--- config.mk ---
export PLATFORM = sky130hd
export DESIGN_NAME = soc_ctrl_regs_flat
export DESIGN_NICKNAME = d
export VERILOG_FILES = /design/src/source/soc_pkg.sv /design/src/source/apb_if.sv /design/src/source/soc_ctrl_regs.sv /design/src/flat_wrapper.sv
export SDC_FILE = /design/constraint.sdc
export NUM_CORES = 1
export LEC_CHECK = 0
export BUFFER_PORTS_ARGS = -buffer_cell sky130_fd_sc_hd__buf_4
export CORE_ASPECT_RATIO = 0.9
export CORE_MARGIN = 2
export CORE_UTILIZATION = 49
export CTS_BUF_LIST = sky130_fd_sc_hd__clkbuf_16
export CTS_CLUSTER_SIZE = 28
export DETAILED_ROUTE_END_ITERATION = 6
export HOLD_SLACK_MARGIN = 0.02
export PLACE_DENSITY = 0.86
export SYNTH_ARGS = -nofsm -noshare
export SYNTH_HDL_FRONTEND = slang
export SYNTH_SLANG_ARGS = --single-unit
export TNS_END_PERCENT = 20
--- constraint.sdc ---
create_clock -name clk_i -period 2.9 [get_ports clk_i]
set_clock_uncertainty 0.05 [all_clocks]
set_input_delay 0.29 -clock clk_i [delete_from_list [all_inputs] [get_ports clk_i]]
set_output_delay 0.29 -clock clk_i [all_outputs]
set_load 0.005 [all_outputs]
--- src/source/soc_pkg.sv ---
/*
  SoC package
  Bus widths, memory map, region codes and control register offsets
*/

`default_nettype none

package soc_pkg;

  ////////////////////////////////////////
  // Bus widths
  ////////////////////////////////////////

  localparam int unsigned AddrWidth = 32;
  localparam int unsigned DataWidth = 32;

  typedef logic [AddrWidth-1:0] addr_t;
  typedef logic [DataWidth-1:0] data_t;

  ////////////////////////////////////////
  // Memory map
  ////////////////////////////////////////

  // Target of a transfer
  typedef enum logic [1:0] {
    REGION_DRAM = 2'd0,
    REGION_UART = 2'd1,
    REGION_CTRL = 2'd2,
    REGION_NONE = 2'd3
  } region_e;

  localparam addr_t DramBase = 32'h8000_0000;
  localparam addr_t UartBase = 32'h4000_0000;
  localparam addr_t CtrlBase = 32'h5000_0000;

  // Same window size for both peripherals
  localparam addr_t PeriphLength = 32'h1000;

  ////////////////////////////////////////
  // Control registers
  ////////////////////////////////////////

  localparam logic [11:0] CtrlExitOffset       = 12'h000;
  localparam logic [11:0] CtrlHwCntEnOffset    = 12'h004;
  localparam logic [11:0] CtrlDramBaseOffset   = 12'h008;
  localparam logic [11:0] CtrlDramLengthOffset = 12'h00C;

endpackage : soc_pkg

`default_nettype wire

--- src/source/apb_if.sv ---
/*
  APB bus between the address decoder and one region
*/

`default_nettype none

interface apb_if (
  input logic clk_i
);

  logic           psel;
  logic           penable;
  logic           pwrite;
  soc_pkg::addr_t paddr;
  soc_pkg::data_t pwdata;
  soc_pkg::data_t prdata;
  logic           pready;
  logic           pslverr;

  modport requester (
    input  clk_i, prdata, pready, pslverr,
    output psel, penable, pwrite, paddr, pwdata
  );

  modport completer (
    input  clk_i, psel, penable, pwrite, paddr, pwdata,
    output prdata, pready, pslverr
  );

endinterface : apb_if

`default_nettype wire

--- src/source/soc_ctrl_regs.sv ---
/*
  Control registers
  Exit code and counter enable, plus read-only DRAM base and length
*/

`default_nettype none

module soc_ctrl_regs #(
  parameter int unsigned DramWords = 1024
) (
  input  logic            clk_i,
  input  logic            reset_i,
  apb_if.completer        bus_i,
  output soc_pkg::data_t  exit_o,
  output soc_pkg::data_t  hw_cnt_en_o
);

  localparam soc_pkg::data_t DramLength = soc_pkg::data_t'(DramWords * 4);

  logic           access;
  logic           err;
  logic           exit_we;
  logic           cnt_en_we;
  soc_pkg::data_t rdata;

  assign access = bus_i.psel && bus_i.penable;

  ////////////////////////////////////////
  // Register decode
  ////////////////////////////////////////

  always_comb begin
    rdata     = '0;
    err       = 1'b0;
    exit_we   = 1'b0;
    cnt_en_we = 1'b0;
    case (bus_i.paddr[11:0])
      soc_pkg::CtrlExitOffset: begin
        rdata   = exit_o;
        exit_we = access && bus_i.pwrite;
      end
      soc_pkg::CtrlHwCntEnOffset: begin
        rdata     = hw_cnt_en_o;
        cnt_en_we = access && bus_i.pwrite;
      end
      soc_pkg::CtrlDramBaseOffset: begin
        rdata = soc_pkg::DramBase;
        err   = bus_i.pwrite;
      end
      soc_pkg::CtrlDramLengthOffset: begin
        rdata = DramLength;
        err   = bus_i.pwrite;
      end
      default: err = 1'b1;
    endcase
  end

  always_ff @(posedge clk_i) begin
    if (reset_i) begin
      exit_o      <= '0;
      hw_cnt_en_o <= '0;
    end else begin
      if (exit_we) begin
        exit_o <= bus_i.pwdata;
      end
      if (cnt_en_we) begin
        hw_cnt_en_o <= bus_i.pwdata;
      end
    end
  end

  // No wait states
  assign bus_i.pready  = access;
  assign bus_i.pslverr = access && err;
  assign bus_i.prdata  = rdata;

endmodule : soc_ctrl_regs

`default_nettype wire

--- src/flat_wrapper.sv ---
// flat-port wrapper written by rule: the top's interface ports become plain ports
module soc_ctrl_regs_flat 
#(
  parameter int unsigned DramWords = 1024
)
  (clk_i, reset_i, exit_o, hw_cnt_en_o, bus_i_psel, bus_i_penable, bus_i_pwrite, bus_i_paddr, bus_i_pwdata, bus_i_prdata, bus_i_pready, bus_i_pslverr);
  apb_if bus_i_i (.clk_i(clk_i));
  input  logic clk_i;
  input  logic reset_i;
  output soc_pkg::data_t exit_o;
  output soc_pkg::data_t hw_cnt_en_o;
  input wire logic [$bits(bus_i_i.psel)-1:0] bus_i_psel;
  input wire logic [$bits(bus_i_i.penable)-1:0] bus_i_penable;
  input wire logic [$bits(bus_i_i.pwrite)-1:0] bus_i_pwrite;
  input wire logic [$bits(bus_i_i.paddr)-1:0] bus_i_paddr;
  input wire logic [$bits(bus_i_i.pwdata)-1:0] bus_i_pwdata;
  output wire logic [$bits(bus_i_i.prdata)-1:0] bus_i_prdata;
  output wire logic [$bits(bus_i_i.pready)-1:0] bus_i_pready;
  output wire logic [$bits(bus_i_i.pslverr)-1:0] bus_i_pslverr;
  assign bus_i_i.psel = bus_i_psel;
  assign bus_i_i.penable = bus_i_penable;
  assign bus_i_i.pwrite = bus_i_pwrite;
  assign bus_i_i.paddr = bus_i_paddr;
  assign bus_i_i.pwdata = bus_i_pwdata;
  assign bus_i_prdata = bus_i_i.prdata;
  assign bus_i_pready = bus_i_i.pready;
  assign bus_i_pslverr = bus_i_i.pslverr;
  soc_ctrl_regs #(.DramWords(DramWords)) u_core (.clk_i(clk_i), .reset_i(reset_i), .bus_i(bus_i_i), .exit_o(exit_o), .hw_cnt_en_o(hw_cnt_en_o));
endmodule
; ---- Word level (Yosys, flattened, before mapping)
; Index checks and enable logic that the tools add are counted.
; W data, S select, Z words.
[op_classes]
n_reduce_logical = 6
eq_ne = 3
mux = 4
[op_table]
columns = op, count
row1 = $pmux W32 S4, 1
row2 = $eq A12 B4 Y1 const B, 2
row3 = $eq A12 B3 Y1 const B, 1
row4 = $logic_not A12 Y1, 1
row5 = $reduce_or A2 Y1, 2
row6 = $logic_and A1 B1 Y1, 3
row7 = $mux W1, 2
row8 = $pmux W1 S2, 1
[word_totals]
word_cells = 15
ff_bits = 64
out_inout_bits = 98

; ---- Depth between registers and ports, before layout
[depth]
ltp_word = 4
ltp_mapped = 5
depth_no_buf = 3

; ---- Least setup slack after synthesis
; OpenSTA, ideal clock, no wires.
[synth_path]
path_type = input port to output port
from = input bus_i_paddr[2]
to = output bus_i_prdata[0]
cell_stages = 4
setup_slack_ns = 1.402
required_time_ns = 2.560
arrival_ns = 1.158
cell_sequence = buf_4 clkbuf_1 mux2i_1 nor2_1
[synth_via]
elab_chain_cells = 2
[synth_lines]
columns = item, line_no
row1 = "start, declared", flat_wrapper.sv:15  ; input wire logic [$bits(bus_i_i.paddr)-1:0] bus_i_paddr;
row2 = "$eq A12 B4 Y1, or another cell as far along", soc_ctrl_regs.sv:37  ; case (bus_i.paddr[11:0])
row3 = $pmux W32 S4 (*), soc_ctrl_regs.sv:37
row4 = "end, declared", flat_wrapper.sv:17  ; output wire logic [$bits(bus_i_i.prdata)-1:0] bus_i_prdata;
; Every way passes the cells marked *; elsewhere a longest branch is shown, timed or not.

; ---- Worst setup path in the final report
[layout_path]
from = input bus_i_paddr[5]
to = output bus_i_prdata[15]
; The elaborated chain is that of the path after synthesis.

==> metrics <==
Bufs and invs on worst path 3; Synth Area in Simple Gates 0.263; Total Power 2110 uW; EDFF count, synth 0; post-route minimum period 1.80 ns; #FFs+latches synth between 60 and 70; fin util 0.746; vias 2769; GPL Wtd Cong 0.738; Routed Antenna Nets 0; clock sinks 64; WL final 8040 um; relative slew slack 0.575; TritonCTS clock tree built; main combinational cell family by area after synthesis multiplexers; cell mode on critical path buf_4; core area 6220 um^2; maximum root-to-sink buffer count 2; VDD IR max 0.000289 V; Critical Path End Type output pin; wire per inst around 14 um; die area 7220 um^2; final period utilization 0.621; nets 536; post-synthesis cell type count 22; Worst Hold Class in -> reg; Die Wd 89.3 um; share of cells above drive strength 1 0.352; Max Cap Viol 0; WP data arrival 1.46 ns; number of global-route vias before repair 2714; Clock Latency Late Sink 0.31 ns; crit-path cells buf_4, nor4_4, nand4b_1, buf_4, nor2_1, buf_4; yosys warns 0; Post-Synthesis Mean Instance Area between 9 and 10 um^2; hold buffers post-CTS 0; post-synth net total 397; CP max-delay cell nor4_4; post_cts resized 0; FMAX 555 MHz; Root Driver clkbuf_16; CTS clk-pin slew, worst paths 0.05 ns; mux cell area share after synthesis 0.293; Synth area leaders dfxtp_1 (40%), mux2i_1 (29%), nand2b_1 (19%); ANT cells 0; Initial DRC Count 56; Residual DRC 0; Post-CTS Setup Repair Bufs 0; Area Growth Syn to Fin 44.4%; All-Layer GR Usage 0.227; Mapped Area 3210 um^2; Cell Rows 27; startpoint type of the worst setup path primary input; ys flop type dfxtp_1; setup TNS 0 ns; worst-path maximum fanout 16; Max Transition Viols Final 0; Initial Util 0.517; CP required 2.56 ns; grt ovf 0; Syn Inst Count 328; cell taking the most area after synthesis dfxtp_1; Ports 167; DP Wirelength between 5000 and 6000 um; xor and xnor area share after synthesis 0; Max H-tree Level 3; Num CTS Buffers 9; Synth Area in Compound Gates 0.00818; ys async rst share 0; Pleak 0.00244 uW; I/O Buffers 146; Pre-Repair DR Iteration Count 5; Power per Cell Area 455 nW/um^2; crit path kind in -> out; first-pass GRT wire length 12800 um; post-synth top area share 0.399; Synth Area in Adders 0; run status finished clean; RSZ-0062 raised after global routing false; vias per cell 4.96; critical path's largest stage delay 0.36 ns; die height 80.8 um; Crit path max-delay family simple AND/OR/NAND/NOR gates; Hold Violations, Final 0; Final setup violation count 0; largest net degree at the start of global routing 97; initial antenna violation count 0; post-synthesis sequential area ratio 0.399; Slew @ Worst Pin 0.637 ns
==> final timing paths <==
kind	slack, ns	end	start	depth (start not counted)
setup / recovery	1.10	bus_i_prdata[15]	bus_i_paddr[5]	6
hold / removal	0.21	u_core.hw_cnt_en_o[9]	bus_i_pwdata[9]	3
setup reg to reg	2.16	u_core.exit_o[17]	u_core.exit_o[17]	2
hold reg to reg	0.44	u_core.exit_o[13]	u_core.exit_o[13]	2
==> layout make-up <==
type,instances,area (um^2)
Timing Repair Buffer,151,1130
Sequential cell,64,1280
Tap cell,87,109
Clock inverter,6,76.3
Fill cell,487,1580
Multi-Input combinational cell,241,1810
Clock buffer,9,225
==> tightest hold or removal path, stage by stage <==
cell      delay [ns]
buf_4           0.08
nand2b_1        0.06
mux2i_1         0.11
==> sequential cells by signal, indices dropped and copies added, names as in the netlist <==
register            cells
u_core.hw_cnt_en_o     32
u_core.exit_o          32
==> power by group <==
group,total [uW],leakage (uW),internal [uW],switching [uW]
clock network,1090,0.000152,736,354
registers,880,0.000515,880,0.0215
logic,138,0.00178,81.5,56.2
==> per-layer routing <==
metal	global-route usage	part of all wire
met5	0	0
met4	0.0701	0.012
met1	0.262	0.42
met3	0.0559	0.058
met2	0.410	0.51
==> synth_stat cells, types with 2 or more instances <==
cell type and count:
mux2i_1 94, dfxtp_1 64, nor2_1 34, nand2b_1 96
buf_2 4, buf_6 3, nor4_4 2, and2_1 2
clkbuf_1 15, nand2_1 2
==> cells in the final DEF (no fill, tap or decap), types with 2 or more instances in the layout <==
master,count
buf_4,151
nand2b_1,96
mux2i_1,94
dfxtp_1,64
nor2_1,34
clkbuf_16,9
nor4_4,2
nand2_1,2
and2_1,2
bufinv_16,2
clkinv_1,2
==> logic make-up after synthesis <==
kind of cell | count (synthesis)
simple gates | 143
flops | 64
mux | 94
compound gates | 4
buf+inv | 23
==> metrics by stage <==
step / setup WS [ns] / area [um^2] / hold slack [ns] / std cells
6_report: 1.10 / 4640 / 0.209 / 558
5_1_grt: 0.988 / 4640 / 0.213 / 558
4_1_cts: 1.08 / 4640 / 0.205 / 558
3_5_place_dp: 1.04 / 4340 / 0.435 / 543
3_3_place_gp: 1.07 / 4340 / 0.429 / 543
2_1_floorplan: 1.40 / 3210 / 0.415 / 328
Note: power is estimated with default switching activity, not from simulation.
