## config.mk

```make
export PLATFORM = sky130hd
export DESIGN_NAME = soc_uart_bridge_flat
export DESIGN_NICKNAME = d
export VERILOG_FILES = /design/src/source/soc_pkg.sv /design/src/source/apb_if.sv /design/src/source/soc_uart_bridge.sv /design/src/flat_wrapper.sv
export SDC_FILE = /design/constraint.sdc
export NUM_CORES = 1
export LEC_CHECK = 0
export ABC_AREA = 0
export BUFFER_PORTS_ARGS = -buffer_cell sky130_fd_sc_hd__buf_2
export CAP_MARGIN = 5
export CORE_UTILIZATION = 25
export DETAILED_ROUTE_END_ITERATION = 12
export GPL_ROUTABILITY_DRIVEN = 0
export GPL_TIMING_DRIVEN = 0
export HOLD_SLACK_MARGIN = 0.03
export SYNTH_ARGS = -nofsm -noshare
export SYNTH_HDL_FRONTEND = slang
export SYNTH_SLANG_ARGS = --single-unit
```

## constraint.sdc

```tcl
create_clock -name clk_i -period 3.15 [get_ports clk_i]
set_clock_uncertainty 0.2 [all_clocks]
set_input_delay 0.63 -clock clk_i [delete_from_list [all_inputs] [get_ports clk_i]]
set_output_delay 0.63 -clock clk_i [all_outputs]
set_load 0.01 [all_outputs]
```

## src/source/soc_pkg.sv

```systemverilog
/*
  SoC package
  Bus widths, memory map, region codes and control register offsets
*/

`default_nettype none

package soc_pkg;

  ////////////////////////////////////////
  // Bus widths
  ////////////////////////////////////////

  localparam int unsigned AddrWidth = 32;
  localparam int unsigned DataWidth = 32;

  typedef logic [AddrWidth-1:0] addr_t;
  typedef logic [DataWidth-1:0] data_t;

  ////////////////////////////////////////
  // Memory map
  ////////////////////////////////////////

  // Target of a transfer
  typedef enum logic [1:0] {
    REGION_DRAM = 2'd0,
    REGION_UART = 2'd1,
    REGION_CTRL = 2'd2,
    REGION_NONE = 2'd3
  } region_e;

  localparam addr_t DramBase = 32'h8000_0000;
  localparam addr_t UartBase = 32'h4000_0000;
  localparam addr_t CtrlBase = 32'h5000_0000;

  // Same window size for both peripherals
  localparam addr_t PeriphLength = 32'h1000;

  ////////////////////////////////////////
  // Control registers
  ////////////////////////////////////////

  localparam logic [11:0] CtrlExitOffset       = 12'h000;
  localparam logic [11:0] CtrlHwCntEnOffset    = 12'h004;
  localparam logic [11:0] CtrlDramBaseOffset   = 12'h008;
  localparam logic [11:0] CtrlDramLengthOffset = 12'h00C;

endpackage : soc_pkg

`default_nettype wire

```

## src/source/apb_if.sv

```systemverilog
/*
  APB bus between the address decoder and one region
*/

`default_nettype none

interface apb_if (
  input logic clk_i
);

  logic           psel;
  logic           penable;
  logic           pwrite;
  soc_pkg::addr_t paddr;
  soc_pkg::data_t pwdata;
  soc_pkg::data_t prdata;
  logic           pready;
  logic           pslverr;

  modport requester (
    input  clk_i, prdata, pready, pslverr,
    output psel, penable, pwrite, paddr, pwdata
  );

  modport completer (
    input  clk_i, psel, penable, pwrite, paddr, pwdata,
    output prdata, pready, pslverr
  );

endinterface : apb_if

`default_nettype wire

```

## src/source/soc_uart_bridge.sv

```systemverilog
/*
  UART bridge
  Replays each upstream transfer as a full APB transfer on the external UART port
*/

`default_nettype none

module soc_uart_bridge (
  input  logic            clk_i,
  input  logic            reset_i,
  apb_if.completer        bus_i,
  input  soc_pkg::data_t  uart_prdata_i,
  input  logic            uart_pready_i,
  input  logic            uart_pslverr_i,
  output logic            uart_psel_o,
  output logic            uart_penable_o,
  output logic            uart_pwrite_o,
  output soc_pkg::addr_t  uart_paddr_o,
  output soc_pkg::data_t  uart_pwdata_o
);

  typedef enum logic [1:0] {
    IDLE,
    SETUP,
    ACCESS,
    RESPOND
  } state_e;

  state_e         state_q;
  state_e         state_d;
  soc_pkg::data_t prdata_q;
  logic           pslverr_q;
  logic           access;

  assign access = bus_i.psel && bus_i.penable;

  always_comb begin
    state_d = state_q;
    case (state_q)
      IDLE:    if (access) state_d = SETUP;
      SETUP:   state_d = ACCESS;
      ACCESS:  if (uart_pready_i) state_d = RESPOND;
      RESPOND: state_d = IDLE;
      default: state_d = IDLE;
    endcase
  end

  always_ff @(posedge clk_i) begin
    if (reset_i) begin
      state_q <= IDLE;
    end else begin
      state_q <= state_d;
    end
  end

  // Request captured once, held for the whole external transfer
  always_ff @(posedge clk_i) begin
    if (state_q == IDLE && access) begin
      uart_pwrite_o <= bus_i.pwrite;
      uart_paddr_o  <= bus_i.paddr;
      uart_pwdata_o <= bus_i.pwdata;
    end
    if (state_q == ACCESS && uart_pready_i) begin
      prdata_q  <= uart_prdata_i;
      pslverr_q <= uart_pslverr_i;
    end
  end

  assign uart_psel_o    = (state_q == SETUP) || (state_q == ACCESS);
  assign uart_penable_o = (state_q == ACCESS);

  assign bus_i.pready  = (state_q == RESPOND);
  assign bus_i.prdata  = prdata_q;
  assign bus_i.pslverr = pslverr_q;

endmodule : soc_uart_bridge

`default_nettype wire

```

## src/flat_wrapper.sv

```systemverilog
// flat-port wrapper written by rule: the top's interface ports become plain ports
module soc_uart_bridge_flat 
  (clk_i, reset_i, uart_prdata_i, uart_pready_i, uart_pslverr_i, uart_psel_o, uart_penable_o, uart_pwrite_o, uart_paddr_o, uart_pwdata_o, bus_i_psel, bus_i_penable, bus_i_pwrite, bus_i_paddr, bus_i_pwdata, bus_i_prdata, bus_i_pready, bus_i_pslverr);
  apb_if bus_i_i (.clk_i(clk_i));
  input  logic clk_i;
  input  logic reset_i;
  input  soc_pkg::data_t uart_prdata_i;
  input  logic uart_pready_i;
  input  logic uart_pslverr_i;
  output logic uart_psel_o;
  output logic uart_penable_o;
  output logic uart_pwrite_o;
  output soc_pkg::addr_t uart_paddr_o;
  output soc_pkg::data_t uart_pwdata_o;
  input wire logic [$bits(bus_i_i.psel)-1:0] bus_i_psel;
  input wire logic [$bits(bus_i_i.penable)-1:0] bus_i_penable;
  input wire logic [$bits(bus_i_i.pwrite)-1:0] bus_i_pwrite;
  input wire logic [$bits(bus_i_i.paddr)-1:0] bus_i_paddr;
  input wire logic [$bits(bus_i_i.pwdata)-1:0] bus_i_pwdata;
  output wire logic [$bits(bus_i_i.prdata)-1:0] bus_i_prdata;
  output wire logic [$bits(bus_i_i.pready)-1:0] bus_i_pready;
  output wire logic [$bits(bus_i_i.pslverr)-1:0] bus_i_pslverr;
  assign bus_i_i.psel = bus_i_psel;
  assign bus_i_i.penable = bus_i_penable;
  assign bus_i_i.pwrite = bus_i_pwrite;
  assign bus_i_i.paddr = bus_i_paddr;
  assign bus_i_i.pwdata = bus_i_pwdata;
  assign bus_i_prdata = bus_i_i.prdata;
  assign bus_i_pready = bus_i_i.pready;
  assign bus_i_pslverr = bus_i_i.pslverr;
  soc_uart_bridge u_core (.clk_i(clk_i), .reset_i(reset_i), .bus_i(bus_i_i), .uart_prdata_i(uart_prdata_i), .uart_pready_i(uart_pready_i), .uart_pslverr_i(uart_pslverr_i), .uart_psel_o(uart_psel_o), .uart_penable_o(uart_penable_o), .uart_pwrite_o(uart_pwrite_o), .uart_paddr_o(uart_paddr_o), .uart_pwdata_o(uart_pwdata_o));
endmodule
```

# [Word-level counts from Yosys, hierarchy flattened]
# Cells that the tools add are included.
# W data, S select, Z words.
[classes] n_eq_ne=5 n_mux=3 n_reduce_logical=6
[ops] operator="$pmux W2 S4" n=1
[ops] operator="$eq A2 B2 Y1 const B" n=2
[ops] operator="$mux W2" n=2
[ops] operator="$logic_and A1 B1 Y1" n=3
[ops] operator="$eq A2 B1 Y1 const B" n=1
[ops] operator="$logic_not A2 Y1" n=1
[ops] operator="$ne A2 B1 Y1 const B" n=1
[ops] operator="$ne A2 B2 Y1 const B" n=1
[ops] operator="$reduce_and A2 Y1" n=1
[ops] operator="$logic_or A1 B1 Y1" n=1
[word_totals] reg_bits=100 inputBits=103 output_inout_bits=101 wordCells=20

# [Depth between registers and ports, before layout]
# Gate-level depths: netlist of the first run.
[logic_depth] word_depth=3 ltp_mapped=5 mapped_depth_nobuf=5

# [Worst setup path after synthesis of the first run]
# No wires, ideal clock.
[synth_timing] path_type="input to register" startpoint="in bus_i_psel" endpoint="reg u_core.uart_paddr_o[0], enable pin" setup_ps=430 arrival_time_ps=2211 required_ps=2520 slack_ps=309 cell_stages=1 path_cell_list="and3_1"
[synth_between] elab_chain_cells=2
[synth_lines] item="from (decl)" line_no="flat_wrapper.sv:15" text="input wire logic [$bits(bus_i_i.psel)-1:0] bus_i_psel;"
[synth_lines] item="$logic_and A1 B1 Y1" line_no="soc_uart_bridge.sv:35" text="assign access = bus_i.psel && bus_i.penable;"
[synth_lines] item="$logic_and A1 B1 Y1" line_no="soc_uart_bridge.sv:58" text="if (state_q == IDLE && access) begin"
[synth_lines] item="to (signal assigned)" line_no="soc_uart_bridge.sv:60" text="uart_paddr_o <= bus_i.paddr;"
[synth_lines] item="to (decl)" line_no="soc_uart_bridge.sv:18" text="output soc_pkg::addr_t uart_paddr_o,"
# No other way between the ends.
# A chain may end at the register's enable or synchronous reset.

# [Worst setup path in the final report of the first run]
[layout_timing] startpoint="reg u_core.state_q[0]" endpoint="reg u_core.uart_paddr_o[15], enable pin"
[layout_between] elab_chain_cells=2
[layout_lines] item="from (decl)" line_no="soc_uart_bridge.sv:29" text="state_e state_q;"
[layout_lines] item="from (signal assigned)" line_no="soc_uart_bridge.sv:52" text="state_q <= state_d;"
[layout_lines] item="$logic_not A2 Y1" line_no="soc_uart_bridge.sv:58"
[layout_lines] item="$logic_and A1 B1 Y1" line_no="soc_uart_bridge.sv:58"
# No other way between the ends.

==> results of run 1 <==
[metal layers]
| metal | GRT usage, % | up-vias | wire length (um) |
|---|---|---|---|
| met4 | 6.84 | 0 | 168 |
| met5 | 0 | - | 0 |
| met1 | 11.4 | 869 | 2620 |
| li1 | - | 886 | - |
| met2 | 15.7 | 145 | 3050 |
| met3 | 4.09 | 11 | 718 |
[cell usage after synthesis]
library cell	n	share of area [%]
a21oi_2	1	0.28
and3_1	1	0.20
dfxtp_1	2	1.3
mux2i_1	1	0.32
or2b_1	2	0.48
nand2_2	1	0.20
o21a_1	1	0.24
nor2_1	2	0.24
inv_1	2	0.24
nor2b_4	1	0.44
ha_1	3	1.2
and2_2	1	0.24
edfxtp_1	98	95
[worst max path at each step]
stage / startpoint / to / slack (ns) / cells past startpoint
final: u_core.state_q[0] / u_core.uart_paddr_o[15] / 1.07 / 4
after global routing: u_core.state_q[0] / u_core.uart_paddr_o[15] / 0.92 / 4
after CTS: u_core.state_q[0] / u_core.uart_paddr_o[24] / 1.03 / 4
after detailed placement: bus_i_psel / u_core.uart_paddr_o[29] / 0.94 / 3
after global placement: bus_i_psel / u_core.uart_pwdata_o[26] / -0.41 / 2
after floorplan: bus_i_psel / u_core.uart_paddr_o[0] / 0.31 / 1
[worst max-delay path, stage by stage (launching register included)]
cell	delay, ns
dfxtp_1	0.33
inv_1	0.09
ha_1	0.21
and3_2	0.59
buf_12	0.32
[placed cells by master, fill, tap and decap left out]
cell type | synthesis | final
clkbuf_16 | 0 | 9
nand2_2 | 1 | 1
clkbuf_1 | 0 | 3
ha_1 | 3 | 3
buf_12 | 0 | 1
or2b_1 | 2 | 2
dfxtp_1 | 2 | 2
clkbuf_8 | 0 | 2
inv_1 | 2 | 2
and2_2 | 1 | 1
clkinv_2 | 0 | 2
and3_2 | 0 | 1
o21a_1 | 1 | 1
a21oi_2 | 1 | 1
nor2b_4 | 1 | 1
nor2_1 | 2 | 2
edfxtp_1 | 98 | 98
mux2i_1 | 1 | 1
buf_2 | 0 | 203
[power by group through the flow]
stage	Combinational, uW	Clock (uW)	Sequential, uW
after global routing	523	1100	1730
after global placement	467	0	1750
after floorplan	140	0	1830
after detailed placement	485	0	1750
after CTS	486	1050	1720
final	476	1000	1710
[cell families (layout without fill, tap and decap cells)]
family                   count (synthesis)  in the layout  share of synthesized area, %
multiplexers                             1              1                         0.322
AND/OR/NAND/NOR                          8              8                          1.81
buffers and inverters                    2            222                         0.241
adder cells (fa/ha/maj)                  3              3                          1.21
flip-flops                             100            100                          95.9
AO/OA/AOI/OAI                            2              2                         0.523
[registers in the layout (all words and copies together), names as in the netlist]
name and flops:
u_core.uart_paddr_o 32, u_core.bus_i.prdata 32, u_core.bus_i.pslverr 1, u_core.uart_pwdata_o 32
u_core.uart_pwrite_o 1, u_core.state_q 2
[through the flow]
| stage | cell area, sq um | cells |
|---|---|---|
| after detailed placement | 4360 | 488 |
| after global routing | 4630 | 504 |
| after floorplan | 3110 | 116 |
| after global placement | 4340 | 487 |
| after CTS | 4630 | 504 |
| final | 4630 | 504 |
[final cells by class]
| class | instances | area (sq um) | share of cell area, % |
|---|---|---|---|
| Tap cell | 168 | 210 | 4.54 |
| Clock inverter | 2 | 10.0 | 0.216 |
| Multi-Input combinational cell | 14 | 121 | 2.62 |
| Clock buffer | 14 | 264 | 5.70 |
| Timing Repair Buffer | 204 | 1040 | 22.4 |
| Sequential cell | 100 | 2980 | 64.4 |
| Inverter | 2 | 7.51 | 0.162 |
==> metrics, run 1 <==
CTS Buf Count 9; CTS tree yes; Die X 114 um; synthesized net count 222; Syn-to-layout area delta 48.9%; ANT nets after route 0; htree depth 3; # resized after CTS 0; Ports 204; Clk pwr share 31.4%; Switching Fraction 23.5%; Root Buffer clkbuf_16; CP endpoint kind flop; CP Data Arrival Time 1.90 ns; vias in the first global route 1893; sequential share of the synthesized area 95.9%; Setup CP Type reg2reg; RSZ-0062 raised after global routing no; Worst setup SP type flop; hold path cells 1; LEAKAGE 0.00193 uW; share of cells above drive strength 1 66.1%; reg-to-reg slack, setup 1.07 ns; Core Region 12100 sq um; Max Slew Vio Count 0; power density over cell area 690 nW/um^2; Yosys cell types 13; post-synthesis cell area 3110 sq um; Switch Pwr 751 uW; Skew-Pair Late Insertion Delay 0.33 ns; die span in y 114 um; Residual DRC 0; Starting Density 25.8%; Final TNS setup 0 ns; combinational fraction of design power 14.9%; Worst Path Max Fanout 45; CTS clock-pin slew for the worst setup and hold paths 0.06 ns; hold_ws 0.268 ns; HP Class in2reg; gr usage total 10.1%; FMAX 0.480 GHz; Post-Syn Area per Cell 26.8 sq um; reg-to-reg endpoint u_core.uart_paddr_o[15]; first-pass GRT wire length 9330 um; Worst EP required 2.97 ns; worst hold endpoint u_core.uart_paddr_o[29]; synthesized instance count 116; total internal power 2440 uW; Yosys reg bits 100; worst-margin pin slew 0.742 ns; # diodes 0; Fill cells 1145; Final HPWL DP 4970 um; initial antenna violation count 0; Final period util 66.2%; Iteration-0 DRC Markers 103; Slew headroom 50.5%; via density per instance 3.79; grt total ovfl 0; total power 3190 uW; largest net degree at the start of global routing 46; minimum clock period 2.08 ns; setup slack at placement 0.942 ns; # Max-Cap Violations 0; Clock Sink Count 100; Rows 40; RR Startpoint u_core.state_q[0]; Flop pwr share 53.7%; via count 1911; r2r worst-path depth 4; post-CTS setup buffers 0; drt first pass iters 4; Avg WL per Cell 13.0 um; nets 437; Final Util 38.4%; Routed WL 6560 um; maximum VDD drop 292 uV; setup ws final 1.07 ns; Final Hold Viols 0; # hold bufs at CTS 0; status complete, no violations; CTS max path bufs 2; Final setup viols 0; DIE AREA 12900 sq um; Worst Hold Launch bus_i_paddr[29]; yosys warns 0; PortBufs 203
Power figures use the tool's default switching activity.
==> run 2: changes to the inputs <==
Settings changed: ABC_AREA 0 to 1.
Clock period 3.15 ns to 2 ns, I/O delays scaled along.
==> metrics, run 2 <==
Final Hold Viols 0; Async SR Flop Fraction 0%; Final TNS setup 0 ns; dominant cells by area after synthesis edfxtp_1 95%, dfxtp_1 1.3%, ha_1 1.2%; # diodes 0; initial antenna violation count 1; Synth area leader edfxtp_1; CP endpoint kind flop; synthesized instance count 122; Top FF cell, synth edfxtp_1; synthesized net count 228; Final period util 93.8%; Ports 204; Residual DRC 0; LEAKAGE 0.00235 uW; drt first pass iters 3; Yosys reg bits 100; Critical Path Sink u_core.bus_i.prdata[19]; Final HPWL DP 5220 um; Setup crit start u_core.state_q[0]; Avg WL per Cell 13.4 um; Post-DP Area 4390 sq um; Worst setup SP type flop; leading cell type in the layout, fill and taps excluded buf_2; leading cell type by number of instances after synthesis edfxtp_1; most frequent cells in the layout 203 x buf_2, 98 x edfxtp_1, 93 x dlygate4sd3_1; HP Class in2reg; CP Data Arrival Time 1.64 ns; power density over cell area 986 nW/um^2; Post-Syn Area per Cell 25.5 sq um; status complete, no violations; CTS tree yes; worst-margin pin slew 0.408 ns; share of cells above drive strength 1 52.8%; CTS Buf Count 9; Slew headroom 72.7%; Clock Sink Count 100; CTS max path bufs 2; most instantiated cells after synthesis 98 x edfxtp_1, 7 x inv_1, 4 x nand2_1; Routed WL 8070 um; Core Region 12100 sq um; maximum VDD drop 466 uV; Skew-Pair Late Insertion Delay 0.34 ns; Rows 40; minimum clock period 1.88 ns; die span in y 113 um; Setup CP Type reg2reg; largest net degree at the start of global routing 33; Max Slew Vio Count 0; Worst EP required 1.77 ns; RR Startpoint u_core.state_q[0]; # Max-Cap Violations 0; reg-to-reg endpoint u_core.bus_i.prdata[19]; post-synthesis cell area 3110 sq um; first-pass GRT wire length 11900 um; Final Util 46.8%; sequential share of the synthesized area 96.0%; gr usage total 12.6%; Iteration-0 DRC Markers 88; Die X 113 um; vias in the first global route 2396; share of the synthesized area in the top cell type 94.7%; Starting Density 25.8%; hold path cells 1; ANT nets after route 0; r2r worst-path depth 4; Root Buffer clkbuf_16; DIE AREA 12900 sq um; CTS clock-pin slew for the worst setup and hold paths 0.06 ns; Final setup viols 0; reg-to-reg slack, setup 0.12 ns; htree depth 3; Yosys cell types 10; via density per instance 3.83; nets 538; Syn-to-layout area delta 81.6%; RSZ-0062 raised after global routing no; FMAX 0.533 GHz; Worst Path Max Fanout 17; PortBufs 203; Post-synth EDFFs 98; yosys warns 0; Design Area, Final 5640 sq um; via count 2316; grt total ovfl 0
## run 2: final cells by class
type	instances	area, sq um
inverter	7	30.0
timing repair buffer	298	1990
sequential	100	2980
tap	168	210
fill	1044	6420
timing repair inverter	1	7.51
clock inverter	5	77.6
clock buffer	10	229
multi-input combinational	15	118
## run 2: where the power goes
part,internal [uW],switching (uW)
combinational,477,578
clock,1080,697
sequential,2650,78.2
total,4210,1350
## run 2: how the worst min path moves through the flow
stage	startpoint	to	slack [ns]
after floorplan	u_core.state_q[0]	u_core.state_q[0]	0.28
after global placement	u_core.state_q[0]	u_core.state_q[0]	0.30
after detailed placement	u_core.state_q[0]	u_core.state_q[0]	0.31
after CTS	bus_i_paddr[10]	u_core.uart_paddr_o[10]	0.03
after global routing	bus_i_pwdata[25]	u_core.uart_pwdata_o[25]	0.04
final	bus_i_paddr[17]	u_core.uart_paddr_o[17]	0.05
## run 2: cells by family (layout without fill, tap and decap cells)
family	count (synthesis)	in the layout	synth area share (%)
flops	100	100	96.0
buf+inv	7	321	0.846
fa+ha+maj	3	3	1.21
compound gates	3	3	0.483
simple gates	9	9	1.45
## run 2: per-stage QoR
step / hold slack [ns] / setup WS, ns / total power, uW / cells
floorplan: 0.284 / -0.119 / 3230 / 122
global placement: 0.299 / -0.605 / 3630 / 493
detailed placement: 0.312 / -0.235 / 3680 / 495
CTS: 0.0307 / 0.0754 / 5640 / 604
global route: 0.0354 / 0.0222 / 5820 / 604
finish: 0.0487 / 0.124 / 5560 / 604
## run 2: worst max-delay path, cell delays in order (launching register included)
cell and delay, ns:
dfxtp_1 0.35, inv_2 0.07, ha_1 0.24, nand2_1 0.22, clkinvlp_4 0.42
## run 2: what timing repair did
item / 4_1_cts / 5_1_grt
gates resized for setup: 2 / 0
hold buffers: 93 / 0
endpoints found under the hold margin: 93 / 0
endpoints found under the setup margin: 33 / 0
buffers inserted: 0 / 0
## run 2: per-layer routing
layer / vias up / GRT usage, % / share of wire (%)
met5: - / 0 / 0.16
met4: 2 / 7.37 / 2.0
met3: 12 / 5.05 / 10
met2: 149 / 21.7 / 49
met1: 1063 / 13.1 / 39
li1: 1090 / - / -
