[config.mk]
export PLATFORM = sky130hd
export DESIGN_NAME = soc_addr_decoder_flat
export DESIGN_NICKNAME = d
export VERILOG_FILES = /design/src/source/soc_pkg.sv /design/src/source/apb_if.sv /design/src/source/soc_addr_decoder.sv /design/src/flat_wrapper.sv
export SDC_FILE = /design/constraint.sdc
export NUM_CORES = 1
export LEC_CHECK = 0
export ABC_AREA = 1
export BUFFER_PORTS_ARGS = -buffer_cell sky130_fd_sc_hd__buf_2
export CAP_MARGIN = 5
export CORE_AREA = 2 2 155 157
export CTS_CLUSTER_SIZE = 20
export DETAILED_ROUTE_END_ITERATION = 16
export DIE_AREA = 0 0 157 159
export GPL_TIMING_DRIVEN = 0
export PLACE_DENSITY_LB_ADDON = 0.25
export SYNTH_ARGS = -nofsm -noshare
export SYNTH_HDL_FRONTEND = slang
export SYNTH_SLANG_ARGS = --single-unit
export TNS_END_PERCENT = 10
[constraint.sdc]
create_clock -name clk_i -period 4.8 [get_ports clk_i]
set_input_delay 0.48 -clock clk_i [delete_from_list [all_inputs] [get_ports clk_i]]
set_output_delay 0.48 -clock clk_i [all_outputs]
set_load 0.02 [all_outputs]
[src/source/soc_pkg.sv]
/*
  SoC package
  Bus widths, memory map, region codes and control register offsets
*/

`default_nettype none

package soc_pkg;

  ////////////////////////////////////////
  // Bus widths
  ////////////////////////////////////////

  localparam int unsigned AddrWidth = 32;
  localparam int unsigned DataWidth = 32;

  typedef logic [AddrWidth-1:0] addr_t;
  typedef logic [DataWidth-1:0] data_t;

  ////////////////////////////////////////
  // Memory map
  ////////////////////////////////////////

  // Target of a transfer
  typedef enum logic [1:0] {
    REGION_DRAM = 2'd0,
    REGION_UART = 2'd1,
    REGION_CTRL = 2'd2,
    REGION_NONE = 2'd3
  } region_e;

  localparam addr_t DramBase = 32'h8000_0000;
  localparam addr_t UartBase = 32'h4000_0000;
  localparam addr_t CtrlBase = 32'h5000_0000;

  // Same window size for both peripherals
  localparam addr_t PeriphLength = 32'h1000;

  ////////////////////////////////////////
  // Control registers
  ////////////////////////////////////////

  localparam logic [11:0] CtrlExitOffset       = 12'h000;
  localparam logic [11:0] CtrlHwCntEnOffset    = 12'h004;
  localparam logic [11:0] CtrlDramBaseOffset   = 12'h008;
  localparam logic [11:0] CtrlDramLengthOffset = 12'h00C;

endpackage : soc_pkg

`default_nettype wire

[src/source/apb_if.sv]
/*
  APB bus between the address decoder and one region
*/

`default_nettype none

interface apb_if (
  input logic clk_i
);

  logic           psel;
  logic           penable;
  logic           pwrite;
  soc_pkg::addr_t paddr;
  soc_pkg::data_t pwdata;
  soc_pkg::data_t prdata;
  logic           pready;
  logic           pslverr;

  modport requester (
    input  clk_i, prdata, pready, pslverr,
    output psel, penable, pwrite, paddr, pwdata
  );

  modport completer (
    input  clk_i, psel, penable, pwrite, paddr, pwdata,
    output prdata, pready, pslverr
  );

endinterface : apb_if

`default_nettype wire

[src/source/soc_addr_decoder.sv]
/*
  Address decoder
  Routes an upstream APB transfer to DRAM, UART or CTRL with a region offset,
  muxes the response back and fails transfers to unmapped addresses
*/

`default_nettype none

module soc_addr_decoder #(
  parameter int unsigned DramWords = 1024
) (
  input  logic            clk_i,
  input  logic            psel_i,
  input  logic            penable_i,
  input  logic            pwrite_i,
  input  soc_pkg::addr_t  paddr_i,
  input  soc_pkg::data_t  pwdata_i,
  output soc_pkg::data_t  prdata_o,
  output logic            pready_o,
  output logic            pslverr_o,
  apb_if.requester        dram_o,
  apb_if.requester        uart_o,
  apb_if.requester        ctrl_o
);

  localparam soc_pkg::addr_t DramLength = soc_pkg::addr_t'(DramWords * 4);

  soc_pkg::addr_t   dram_off;
  soc_pkg::addr_t   uart_off;
  soc_pkg::addr_t   ctrl_off;
  soc_pkg::region_e region_d;
  soc_pkg::region_e region_q;
  soc_pkg::region_e region;
  logic             access;

  // Offsets wrap for addresses below a base, so one compare per window
  assign dram_off = paddr_i - soc_pkg::DramBase;
  assign uart_off = paddr_i - soc_pkg::UartBase;
  assign ctrl_off = paddr_i - soc_pkg::CtrlBase;

  always_comb begin
    if (dram_off < DramLength) begin
      region_d = soc_pkg::REGION_DRAM;
    end else if (uart_off < soc_pkg::PeriphLength) begin
      region_d = soc_pkg::REGION_UART;
    end else if (ctrl_off < soc_pkg::PeriphLength) begin
      region_d = soc_pkg::REGION_CTRL;
    end else begin
      region_d = soc_pkg::REGION_NONE;
    end
  end

  // Region held from the setup phase, keeps the compare off the response path
  always_ff @(posedge clk_i) begin
    if (psel_i && !penable_i) begin
      region_q <= region_d;
    end
  end

  assign region = penable_i ? region_q : region_d;
  assign access = psel_i && penable_i;

  ////////////////////////////////////////
  // Request fan-out
  ////////////////////////////////////////

  assign dram_o.psel    = psel_i && (region == soc_pkg::REGION_DRAM);
  assign dram_o.penable = penable_i;
  assign dram_o.pwrite  = pwrite_i;
  assign dram_o.paddr   = dram_off;
  assign dram_o.pwdata  = pwdata_i;

  assign uart_o.psel    = psel_i && (region == soc_pkg::REGION_UART);
  assign uart_o.penable = penable_i;
  assign uart_o.pwrite  = pwrite_i;
  assign uart_o.paddr   = uart_off;
  assign uart_o.pwdata  = pwdata_i;

  assign ctrl_o.psel    = psel_i && (region == soc_pkg::REGION_CTRL);
  assign ctrl_o.penable = penable_i;
  assign ctrl_o.pwrite  = pwrite_i;
  assign ctrl_o.paddr   = ctrl_off;
  assign ctrl_o.pwdata  = pwdata_i;

  ////////////////////////////////////////
  // Response mux
  ////////////////////////////////////////

  always_comb begin
    prdata_o  = '0;
    pready_o  = 1'b0;
    pslverr_o = 1'b0;
    case (region)
      soc_pkg::REGION_DRAM: begin
        prdata_o  = dram_o.prdata;
        pready_o  = access && dram_o.pready;
        pslverr_o = dram_o.pslverr;
      end
      soc_pkg::REGION_UART: begin
        prdata_o  = uart_o.prdata;
        pready_o  = access && uart_o.pready;
        pslverr_o = uart_o.pslverr;
      end
      soc_pkg::REGION_CTRL: begin
        prdata_o  = ctrl_o.prdata;
        pready_o  = access && ctrl_o.pready;
        pslverr_o = ctrl_o.pslverr;
      end
      default: begin
        // Unmapped, answered here with zero data
        pready_o  = access;
        pslverr_o = access;
      end
    endcase
  end

endmodule : soc_addr_decoder

`default_nettype wire

[src/flat_wrapper.sv]
// flat-port wrapper written by rule: the top's interface ports become plain ports
module soc_addr_decoder_flat 
#(
  parameter int unsigned DramWords = 1024
)
  (clk_i, psel_i, penable_i, pwrite_i, paddr_i, pwdata_i, prdata_o, pready_o, pslverr_o, dram_o_prdata, dram_o_pready, dram_o_pslverr, dram_o_psel, dram_o_penable, dram_o_pwrite, dram_o_paddr, dram_o_pwdata, uart_o_prdata, uart_o_pready, uart_o_pslverr, uart_o_psel, uart_o_penable, uart_o_pwrite, uart_o_paddr, uart_o_pwdata, ctrl_o_prdata, ctrl_o_pready, ctrl_o_pslverr, ctrl_o_psel, ctrl_o_penable, ctrl_o_pwrite, ctrl_o_paddr, ctrl_o_pwdata);
  apb_if dram_o_i (.clk_i(clk_i));
  apb_if uart_o_i (.clk_i(clk_i));
  apb_if ctrl_o_i (.clk_i(clk_i));
  input  logic clk_i;
  input  logic psel_i;
  input  logic penable_i;
  input  logic pwrite_i;
  input  soc_pkg::addr_t paddr_i;
  input  soc_pkg::data_t pwdata_i;
  output soc_pkg::data_t prdata_o;
  output logic pready_o;
  output logic pslverr_o;
  input wire logic [$bits(dram_o_i.prdata)-1:0] dram_o_prdata;
  input wire logic [$bits(dram_o_i.pready)-1:0] dram_o_pready;
  input wire logic [$bits(dram_o_i.pslverr)-1:0] dram_o_pslverr;
  output wire logic [$bits(dram_o_i.psel)-1:0] dram_o_psel;
  output wire logic [$bits(dram_o_i.penable)-1:0] dram_o_penable;
  output wire logic [$bits(dram_o_i.pwrite)-1:0] dram_o_pwrite;
  output wire logic [$bits(dram_o_i.paddr)-1:0] dram_o_paddr;
  output wire logic [$bits(dram_o_i.pwdata)-1:0] dram_o_pwdata;
  input wire logic [$bits(uart_o_i.prdata)-1:0] uart_o_prdata;
  input wire logic [$bits(uart_o_i.pready)-1:0] uart_o_pready;
  input wire logic [$bits(uart_o_i.pslverr)-1:0] uart_o_pslverr;
  output wire logic [$bits(uart_o_i.psel)-1:0] uart_o_psel;
  output wire logic [$bits(uart_o_i.penable)-1:0] uart_o_penable;
  output wire logic [$bits(uart_o_i.pwrite)-1:0] uart_o_pwrite;
  output wire logic [$bits(uart_o_i.paddr)-1:0] uart_o_paddr;
  output wire logic [$bits(uart_o_i.pwdata)-1:0] uart_o_pwdata;
  input wire logic [$bits(ctrl_o_i.prdata)-1:0] ctrl_o_prdata;
  input wire logic [$bits(ctrl_o_i.pready)-1:0] ctrl_o_pready;
  input wire logic [$bits(ctrl_o_i.pslverr)-1:0] ctrl_o_pslverr;
  output wire logic [$bits(ctrl_o_i.psel)-1:0] ctrl_o_psel;
  output wire logic [$bits(ctrl_o_i.penable)-1:0] ctrl_o_penable;
  output wire logic [$bits(ctrl_o_i.pwrite)-1:0] ctrl_o_pwrite;
  output wire logic [$bits(ctrl_o_i.paddr)-1:0] ctrl_o_paddr;
  output wire logic [$bits(ctrl_o_i.pwdata)-1:0] ctrl_o_pwdata;
  assign dram_o_i.prdata = dram_o_prdata;
  assign dram_o_i.pready = dram_o_pready;
  assign dram_o_i.pslverr = dram_o_pslverr;
  assign dram_o_psel = dram_o_i.psel;
  assign dram_o_penable = dram_o_i.penable;
  assign dram_o_pwrite = dram_o_i.pwrite;
  assign dram_o_paddr = dram_o_i.paddr;
  assign dram_o_pwdata = dram_o_i.pwdata;
  assign uart_o_i.prdata = uart_o_prdata;
  assign uart_o_i.pready = uart_o_pready;
  assign uart_o_i.pslverr = uart_o_pslverr;
  assign uart_o_psel = uart_o_i.psel;
  assign uart_o_penable = uart_o_i.penable;
  assign uart_o_pwrite = uart_o_i.pwrite;
  assign uart_o_paddr = uart_o_i.paddr;
  assign uart_o_pwdata = uart_o_i.pwdata;
  assign ctrl_o_i.prdata = ctrl_o_prdata;
  assign ctrl_o_i.pready = ctrl_o_pready;
  assign ctrl_o_i.pslverr = ctrl_o_pslverr;
  assign ctrl_o_psel = ctrl_o_i.psel;
  assign ctrl_o_penable = ctrl_o_i.penable;
  assign ctrl_o_pwrite = ctrl_o_i.pwrite;
  assign ctrl_o_paddr = ctrl_o_i.paddr;
  assign ctrl_o_pwdata = ctrl_o_i.pwdata;
  soc_addr_decoder #(.DramWords(DramWords)) u_core (.clk_i(clk_i), .psel_i(psel_i), .penable_i(penable_i), .pwrite_i(pwrite_i), .paddr_i(paddr_i), .pwdata_i(pwdata_i), .prdata_o(prdata_o), .pready_o(pready_o), .pslverr_o(pslverr_o), .dram_o(dram_o_i), .uart_o(uart_o_i), .ctrl_o(ctrl_o_i));
endmodule
Word level (Yosys, flattened, before mapping)
Cells that the tools add are included.
{"block": "totals", "reg_bits": 2, "in_bits": 170}
{"block": "classes", "add_sub_neg": 3, "n_reduce_logical": 10, "muxes": 7, "eq_ne": 2, "magnitude_cmp": 3}
{"cell": "32-bit by 13-bit < comparator with 1-bit output, second input constant", "count": 3}
{"cell": "32-bit one-hot mux with 3 select lines", "count": 1}
{"cell": "32-bit by 31-bit subtractor with 32-bit output, second input constant", "count": 2}
{"cell": "32-bit subtractor, second input constant", "count": 1}
{"cell": "1-bit logical AND", "count": 8}
{"cell": "2-bit two-way mux", "count": 3}
{"cell": "1-bit one-hot mux with 3 select lines", "count": 2}
{"cell": "2-bit by 1-bit equality test with 1-bit output, second input constant", "count": 1}
{"cell": "2-bit equality test, second input constant", "count": 1}
{"cell": "2-bit logical NOT", "count": 1}
{"cell": "1-bit logical NOT", "count": 1}
{"cell": "1-bit two-way mux", "count": 1}

Longest topological paths before layout
{"block": "depth", "depth_word": 8, "ltp_mapped": 18}

Worst setup path after synthesis
No wires, ideal clock.
{"block": "synth_path", "kind": "in2out", "startpoint": "input port paddr_i[28]", "endpoint": "output port pslverr_o", "stages": 15, "path_buffers": 2, "arrival_time_ns": 2.386, "path_slack_ns": 1.934, "path_cell_list": "inv_2 -> ha_1 -> inv_1 -> nand2_1 -> nand2_1 -> a31oi_1 -> nand3_2 -> nand2_2 -> nand2_1 -> nand2_1 -> ha_1 -> buf_2 -> buf_2 -> nand2_1 -> a32oi_1"}
{"block": "synth_via", "elab_chain_len": 8}
{"item": "from (decl)", "line_no": "flat_wrapper.sv:14", "source": "input soc_pkg::addr_t paddr_i;"}
{"item": "32-bit by 31-bit subtractor with 32-bit output", "line_no": "soc_addr_decoder.sv:39", "source": "assign ctrl_off = paddr_i - soc_pkg::CtrlBase;"}
{"item": "32-bit by 13-bit < comparator with 1-bit output", "line_no": "soc_addr_decoder.sv:46", "source": "end else if (ctrl_off < soc_pkg::PeriphLength) begin"}
{"item": "1-bit two-way mux", "line_no": "soc_addr_decoder.sv:46"}
{"item": "2-bit two-way mux", "line_no": "soc_addr_decoder.sv:44", "source": "end else if (uart_off < soc_pkg::PeriphLength) begin"}
{"item": "2-bit two-way mux *", "line_no": "soc_addr_decoder.sv:42", "source": "if (dram_off < DramLength) begin"}
{"item": "2-bit two-way mux *", "line_no": "soc_addr_decoder.sv:60", "source": "assign region = penable_i ? region_q : region_d;"}
{"item": "2-bit equality test, or another cell as far along", "line_no": "soc_addr_decoder.sv:93", "source": "case (region)"}
{"item": "1-bit one-hot mux with 3 select lines *", "line_no": "soc_addr_decoder.sv:93"}
{"item": "to (decl)", "line_no": "flat_wrapper.sv:18", "source": "output logic pslverr_o;"}
Mark *: on every way between the ends. The rest lies on a longest branch, timed or not.

Final worst setup path
{"block": "layout_path", "startpoint": "input port paddr_i[28]", "endpoint": "output port prdata_o[0]"}
{"block": "layout_via", "elab_chain_len": 8}
{"item": "32-bit by 31-bit subtractor with 32-bit output", "line_no": "soc_addr_decoder.sv:39"}
{"item": "32-bit by 13-bit < comparator with 1-bit output", "line_no": "soc_addr_decoder.sv:46"}
{"item": "1-bit two-way mux", "line_no": "soc_addr_decoder.sv:46"}
{"item": "2-bit two-way mux", "line_no": "soc_addr_decoder.sv:44"}
{"item": "2-bit two-way mux *", "line_no": "soc_addr_decoder.sv:42"}
{"item": "2-bit two-way mux *", "line_no": "soc_addr_decoder.sv:60"}
{"item": "2-bit equality test, or another cell as far along", "line_no": "soc_addr_decoder.sv:93"}
{"item": "32-bit one-hot mux with 3 select lines *", "line_no": "soc_addr_decoder.sv:93"}
{"item": "to (decl)", "line_no": "flat_wrapper.sv:16", "source": "output soc_pkg::data_t prdata_o;"}
Marks and branches as above.

==> flow_summary_export.csv <==
group,metric,value,unit
worst_setup_path,setup.worst_path.start,"paddr_i[28]",
grt,vias_in_the_first_global_route,3553,
min_path,worst_hold_path_type,"input pin to flip-flop",
grt,all_layer_global_routing_usage,9.32,%
clocking,clk_transition_reported_paths,0.03,ns
logic_synthesis,syn_nets,681,
worst_setup_path,crit_path_top_delay_cell,"sky130_fd_sc_hd__clkbuf_1",
clocking,number_of_buffers_inserted_to_repair_setup_after_cts,0,
worst_setup_path,critical_path_class,"input pin to output pin",
logic_synthesis,synth-warning-count,0,
sta,drv_slew,0,
clocking,cts_tree,"yes",
clocking,cts-buffers-inserted,3,
sta,timing.slew.headroom,65.8,%
grt,grt_pass1_wl,18.5,mm
finish,most_frequent_standard_cell_in_the_layout_excluding_fill_and_tap_cells,"sky130_fd_sc_hd__buf_2",
detailed_routing,wl_per_cell,11.0,µm
run_status,run_status,"finished, final reports clean",
placed_design,place_ws,1.26,ns
detailed_routing,count_of_routing_violations_after_the_opening_detailed_route_iteration,166,
worst_setup_path,end_kind,"output pin",
placed_design,place_hpwl,11.9,mm
worst_setup_path,timing.critical_path.arrival,2.94,ns
worst_setup_path,start_kind,"input pin",
worst_setup_path,worst-path-stages,16,
floorplanning,start_util,12.4,%
finish,regMostFlops,"u_core.region_q",
sta,min_period,3.42,ns
job,drv.max_cap_violation_count,0,
logic_synthesis,synth_top_cell_area_share,49.9,%
logic_synthesis,synth_top_cell_by_area,"sky130_fd_sc_hd__buf_4",
detailed_routing,ant_nets,0,
worst_setup_path,critical_path.top_delay_family,"buffers and inverters",
grt,grt_overflow_total,0,
worst_setup_path,cp-endpoint,"prdata_o[0]",
clocking,htreeDepth,1,
power,pwr_density_cell,146,nW/µm²
grt,antenna_violations_before_repair,1,
floorplanning,row_cnt,56,
floorplanning,die_area,25000,µm²
placed_design,place.gp.congestion,0.784,
sta,worstMarginPinSlew,0.513,ns
clocking,cts_resized,0,
finish,reg.largest.list,"u_core.region_q x2",
logic_synthesis,synth_area,2880,µm²
logic_synthesis,yosysSeqAreaShare,2.09,%
logic_synthesis,ys_top_cells_by_area,"sky130_fd_sc_hd__buf_4 50%, sky130_fd_sc_hd__nand2_1 20%, sky130_fd_sc_hd__inv_1 6.7%",
floorplanning,ioPinCount,405,
finish,sequential_cell_area,60.1,µm²
worst_setup_path,worstPathBufferInverterCount,6,
finish,area_taken_by_multi_input_logic_gates,1100,µm²
floorplanning,core_region_area,23200,µm²
power,highest_ir_drop_seen_on_vdd,0.0000771,V
sta,timing.final.hold_violations,0,
finish,areaGrowthSynthToFinish,79.1,%
sta,timing.fmax,293,MHz
finish,largest_register_ffs,2,
detailed_routing,drt-total-wl,13.1,mm
placed_design,place.detailed.instances,1179,
clocking,cts.sinks,2,
finish,post_route_cells_drive_above_1_share,67.3,%
sta,final.setup.worst_slack,1.38,ns
floorplanning,die_h,159,µm
power,total_leakage_power,3.40,nW
floorplanning,die_width,157,µm
finish,highest_count_cells_in_the_layout_ignoring_fill_and_taps,"371 x sky130_fd_sc_hd__buf_2, 191 x sky130_fd_sc_hd__buf_4, 157 x sky130_fd_sc_hd__nand2_1",
clocking,max-clock-path-buffers,2,
logic_synthesis,syn-instance-count,501,
worst_setup_path,max_stage_delay,0.44,ns
detailed_routing,drc,0,
worst_setup_path,worst-endpoint-required,4.32,ns
sta,timing.final.setup_violations,0,
logic_synthesis,synthesis.area_per_instance,5.74,µm²
detailed_routing,post_drt_via_cell_ratio,3.25,
clocking,clock-root-buffer,"sky130_fd_sc_hd__clkbuf_16",
sta,finalSetupTns,0,ns
finish,final_nets,1045,
sta,rsz0062_at_grt,"false",
logic_synthesis,cell_variety_after_synth,24,
detailed_routing,first_pass_iters,4,
logic_synthesis,synth_seq_cells,2,
grt,maximum_number_of_pins_on_one_net_before_global_route_repair,11,
worst_setup_path,crit_path_cell_trace,"buf_2 > inv_2 > ha_1 > nand2_1 > nor2_1 > nand3_1 > nand3_2 > nand2_2 > nand3_1 > nand2_1 > ha_1 > inv_1 > clkbuf_1 > nand2_1 > inv_1 > buf_2",
placed_design,buffer_ports.inserted,359,
clocking,cts.hold.buffers_added,0,
finish,fin_util,22.2,%
sta,fin_crit_sh,71.2,%
finish,finish.cell_count_without_fillers,1183,
finish,n_fill_cell,2686,
worst_setup_path,critical_path.most_common_cell,"sky130_fd_sc_hd__nand2_1",
detailed_routing,number_of_vias_after_detailed_routing,3848,
worst_setup_path,crit_fanout,10,
==> worst min-delay path, stage by stage <==
cell and delay (ns):
sky130_fd_sc_hd__buf_2 0.13, sky130_fd_sc_hd__inv_1 0.05, sky130_fd_sc_hd__nor2_1 0.05
==> cells by family (layout without fill, tap and decap cells) <==
kind of cell | after synthesis | after routing | synth area share, %
simple gates | 218 | 218 | 31.7
xor+xnor | 1 | 1 | 0.305
flops | 2 | 2 | 2.09
fa+ha+maj | 10 | 10 | 4.35
buf+inv | 262 | 624 | 59.7
compound gates | 8 | 8 | 1.91
other cells | 0 | 1 | 0
==> final cells by class <==
cell class	instances	share of cell area [%]
Clock buffer	3	1.46
Tap cell	319	7.75
Buffer	206	29.2
Sequential cell	2	1.17
Inverter	56	4.08
Multi-Input combinational cell	237	21.4
Timing Repair Buffer	359	34.9
Antenna cell	1	0.0486
==> through the flow <==
step / instance area, µm² / hold WS (ns) / total power [W]
floorplan: 2880 / 0.688 / 0.000420
global placement: 5070 / 0.887 / 0.000637
detailed placement: 5070 / 0.886 / 0.000637
CTS: 5150 / 0.656 / 0.000768
global route: 5150 / 0.694 / 0.000811
finish: 5150 / 0.661 / 0.000754
==> worst min path at each step <==
| stage | start | to | slack, ns | cells past startpoint |
|---|---|---|---|---|
| floorplan | penable_i | u_core.region_q[0] | 0.69 | 1 |
| global placement | psel_i | u_core.region_q[0] | 0.89 | 3 |
| detailed placement | psel_i | u_core.region_q[0] | 0.89 | 3 |
| CTS | psel_i | u_core.region_q[0] | 0.66 | 3 |
| global route | psel_i | u_core.region_q[0] | 0.69 | 3 |
| finish | psel_i | u_core.region_q[0] | 0.66 | 3 |
==> where the power goes <==
part           internal, W  leakage (nW)  total (W)  switching (W)
logic             0.000261          3.34   0.000606       0.000344
registers        0.0000209        0.0202  0.0000213    0.000000356
clock network     0.000106        0.0370   0.000127      0.0000209
==> per-layer routing <==
layer  routed length [µm]  global-route usage, %
met5                    0                      0
met4                   68                  0.917
met3                 1130                   1.42
met2                 7030                   19.6
met1                 4830                   9.71
==> cells in the mapped netlist <==
| library cell | instances |
|---|---|
| sky130_fd_sc_hd__a21boi_1 | 1 |
| sky130_fd_sc_hd__ha_1 | 10 |
| sky130_fd_sc_hd__nor2_2 | 2 |
| sky130_fd_sc_hd__buf_4 | 191 |
| sky130_fd_sc_hd__a32oi_1 | 1 |
| sky130_fd_sc_hd__a31oi_1 | 1 |
| sky130_fd_sc_hd__edfxtp_1 | 2 |
| sky130_fd_sc_hd__nand3_1 | 38 |
| sky130_fd_sc_hd__clkbuf_1 | 3 |
| sky130_fd_sc_hd__or2_2 | 2 |
| sky130_fd_sc_hd__a21oi_2 | 1 |
| sky130_fd_sc_hd__inv_2 | 3 |
| sky130_fd_sc_hd__nand2_1 | 157 |
| sky130_fd_sc_hd__clkinv_1 | 2 |
| sky130_fd_sc_hd__a22o_1 | 1 |
| sky130_fd_sc_hd__a21oi_1 | 3 |
| sky130_fd_sc_hd__nand2_2 | 5 |
| sky130_fd_sc_hd__nand3_2 | 2 |
| sky130_fd_sc_hd__nor2_4 | 1 |
| sky130_fd_sc_hd__nor2_1 | 10 |
| sky130_fd_sc_hd__inv_1 | 51 |
| sky130_fd_sc_hd__buf_2 | 12 |
| sky130_fd_sc_hd__nand4_1 | 1 |
| sky130_fd_sc_hd__xor2_1 | 1 |
Note: power is estimated with default switching activity, not from simulation.
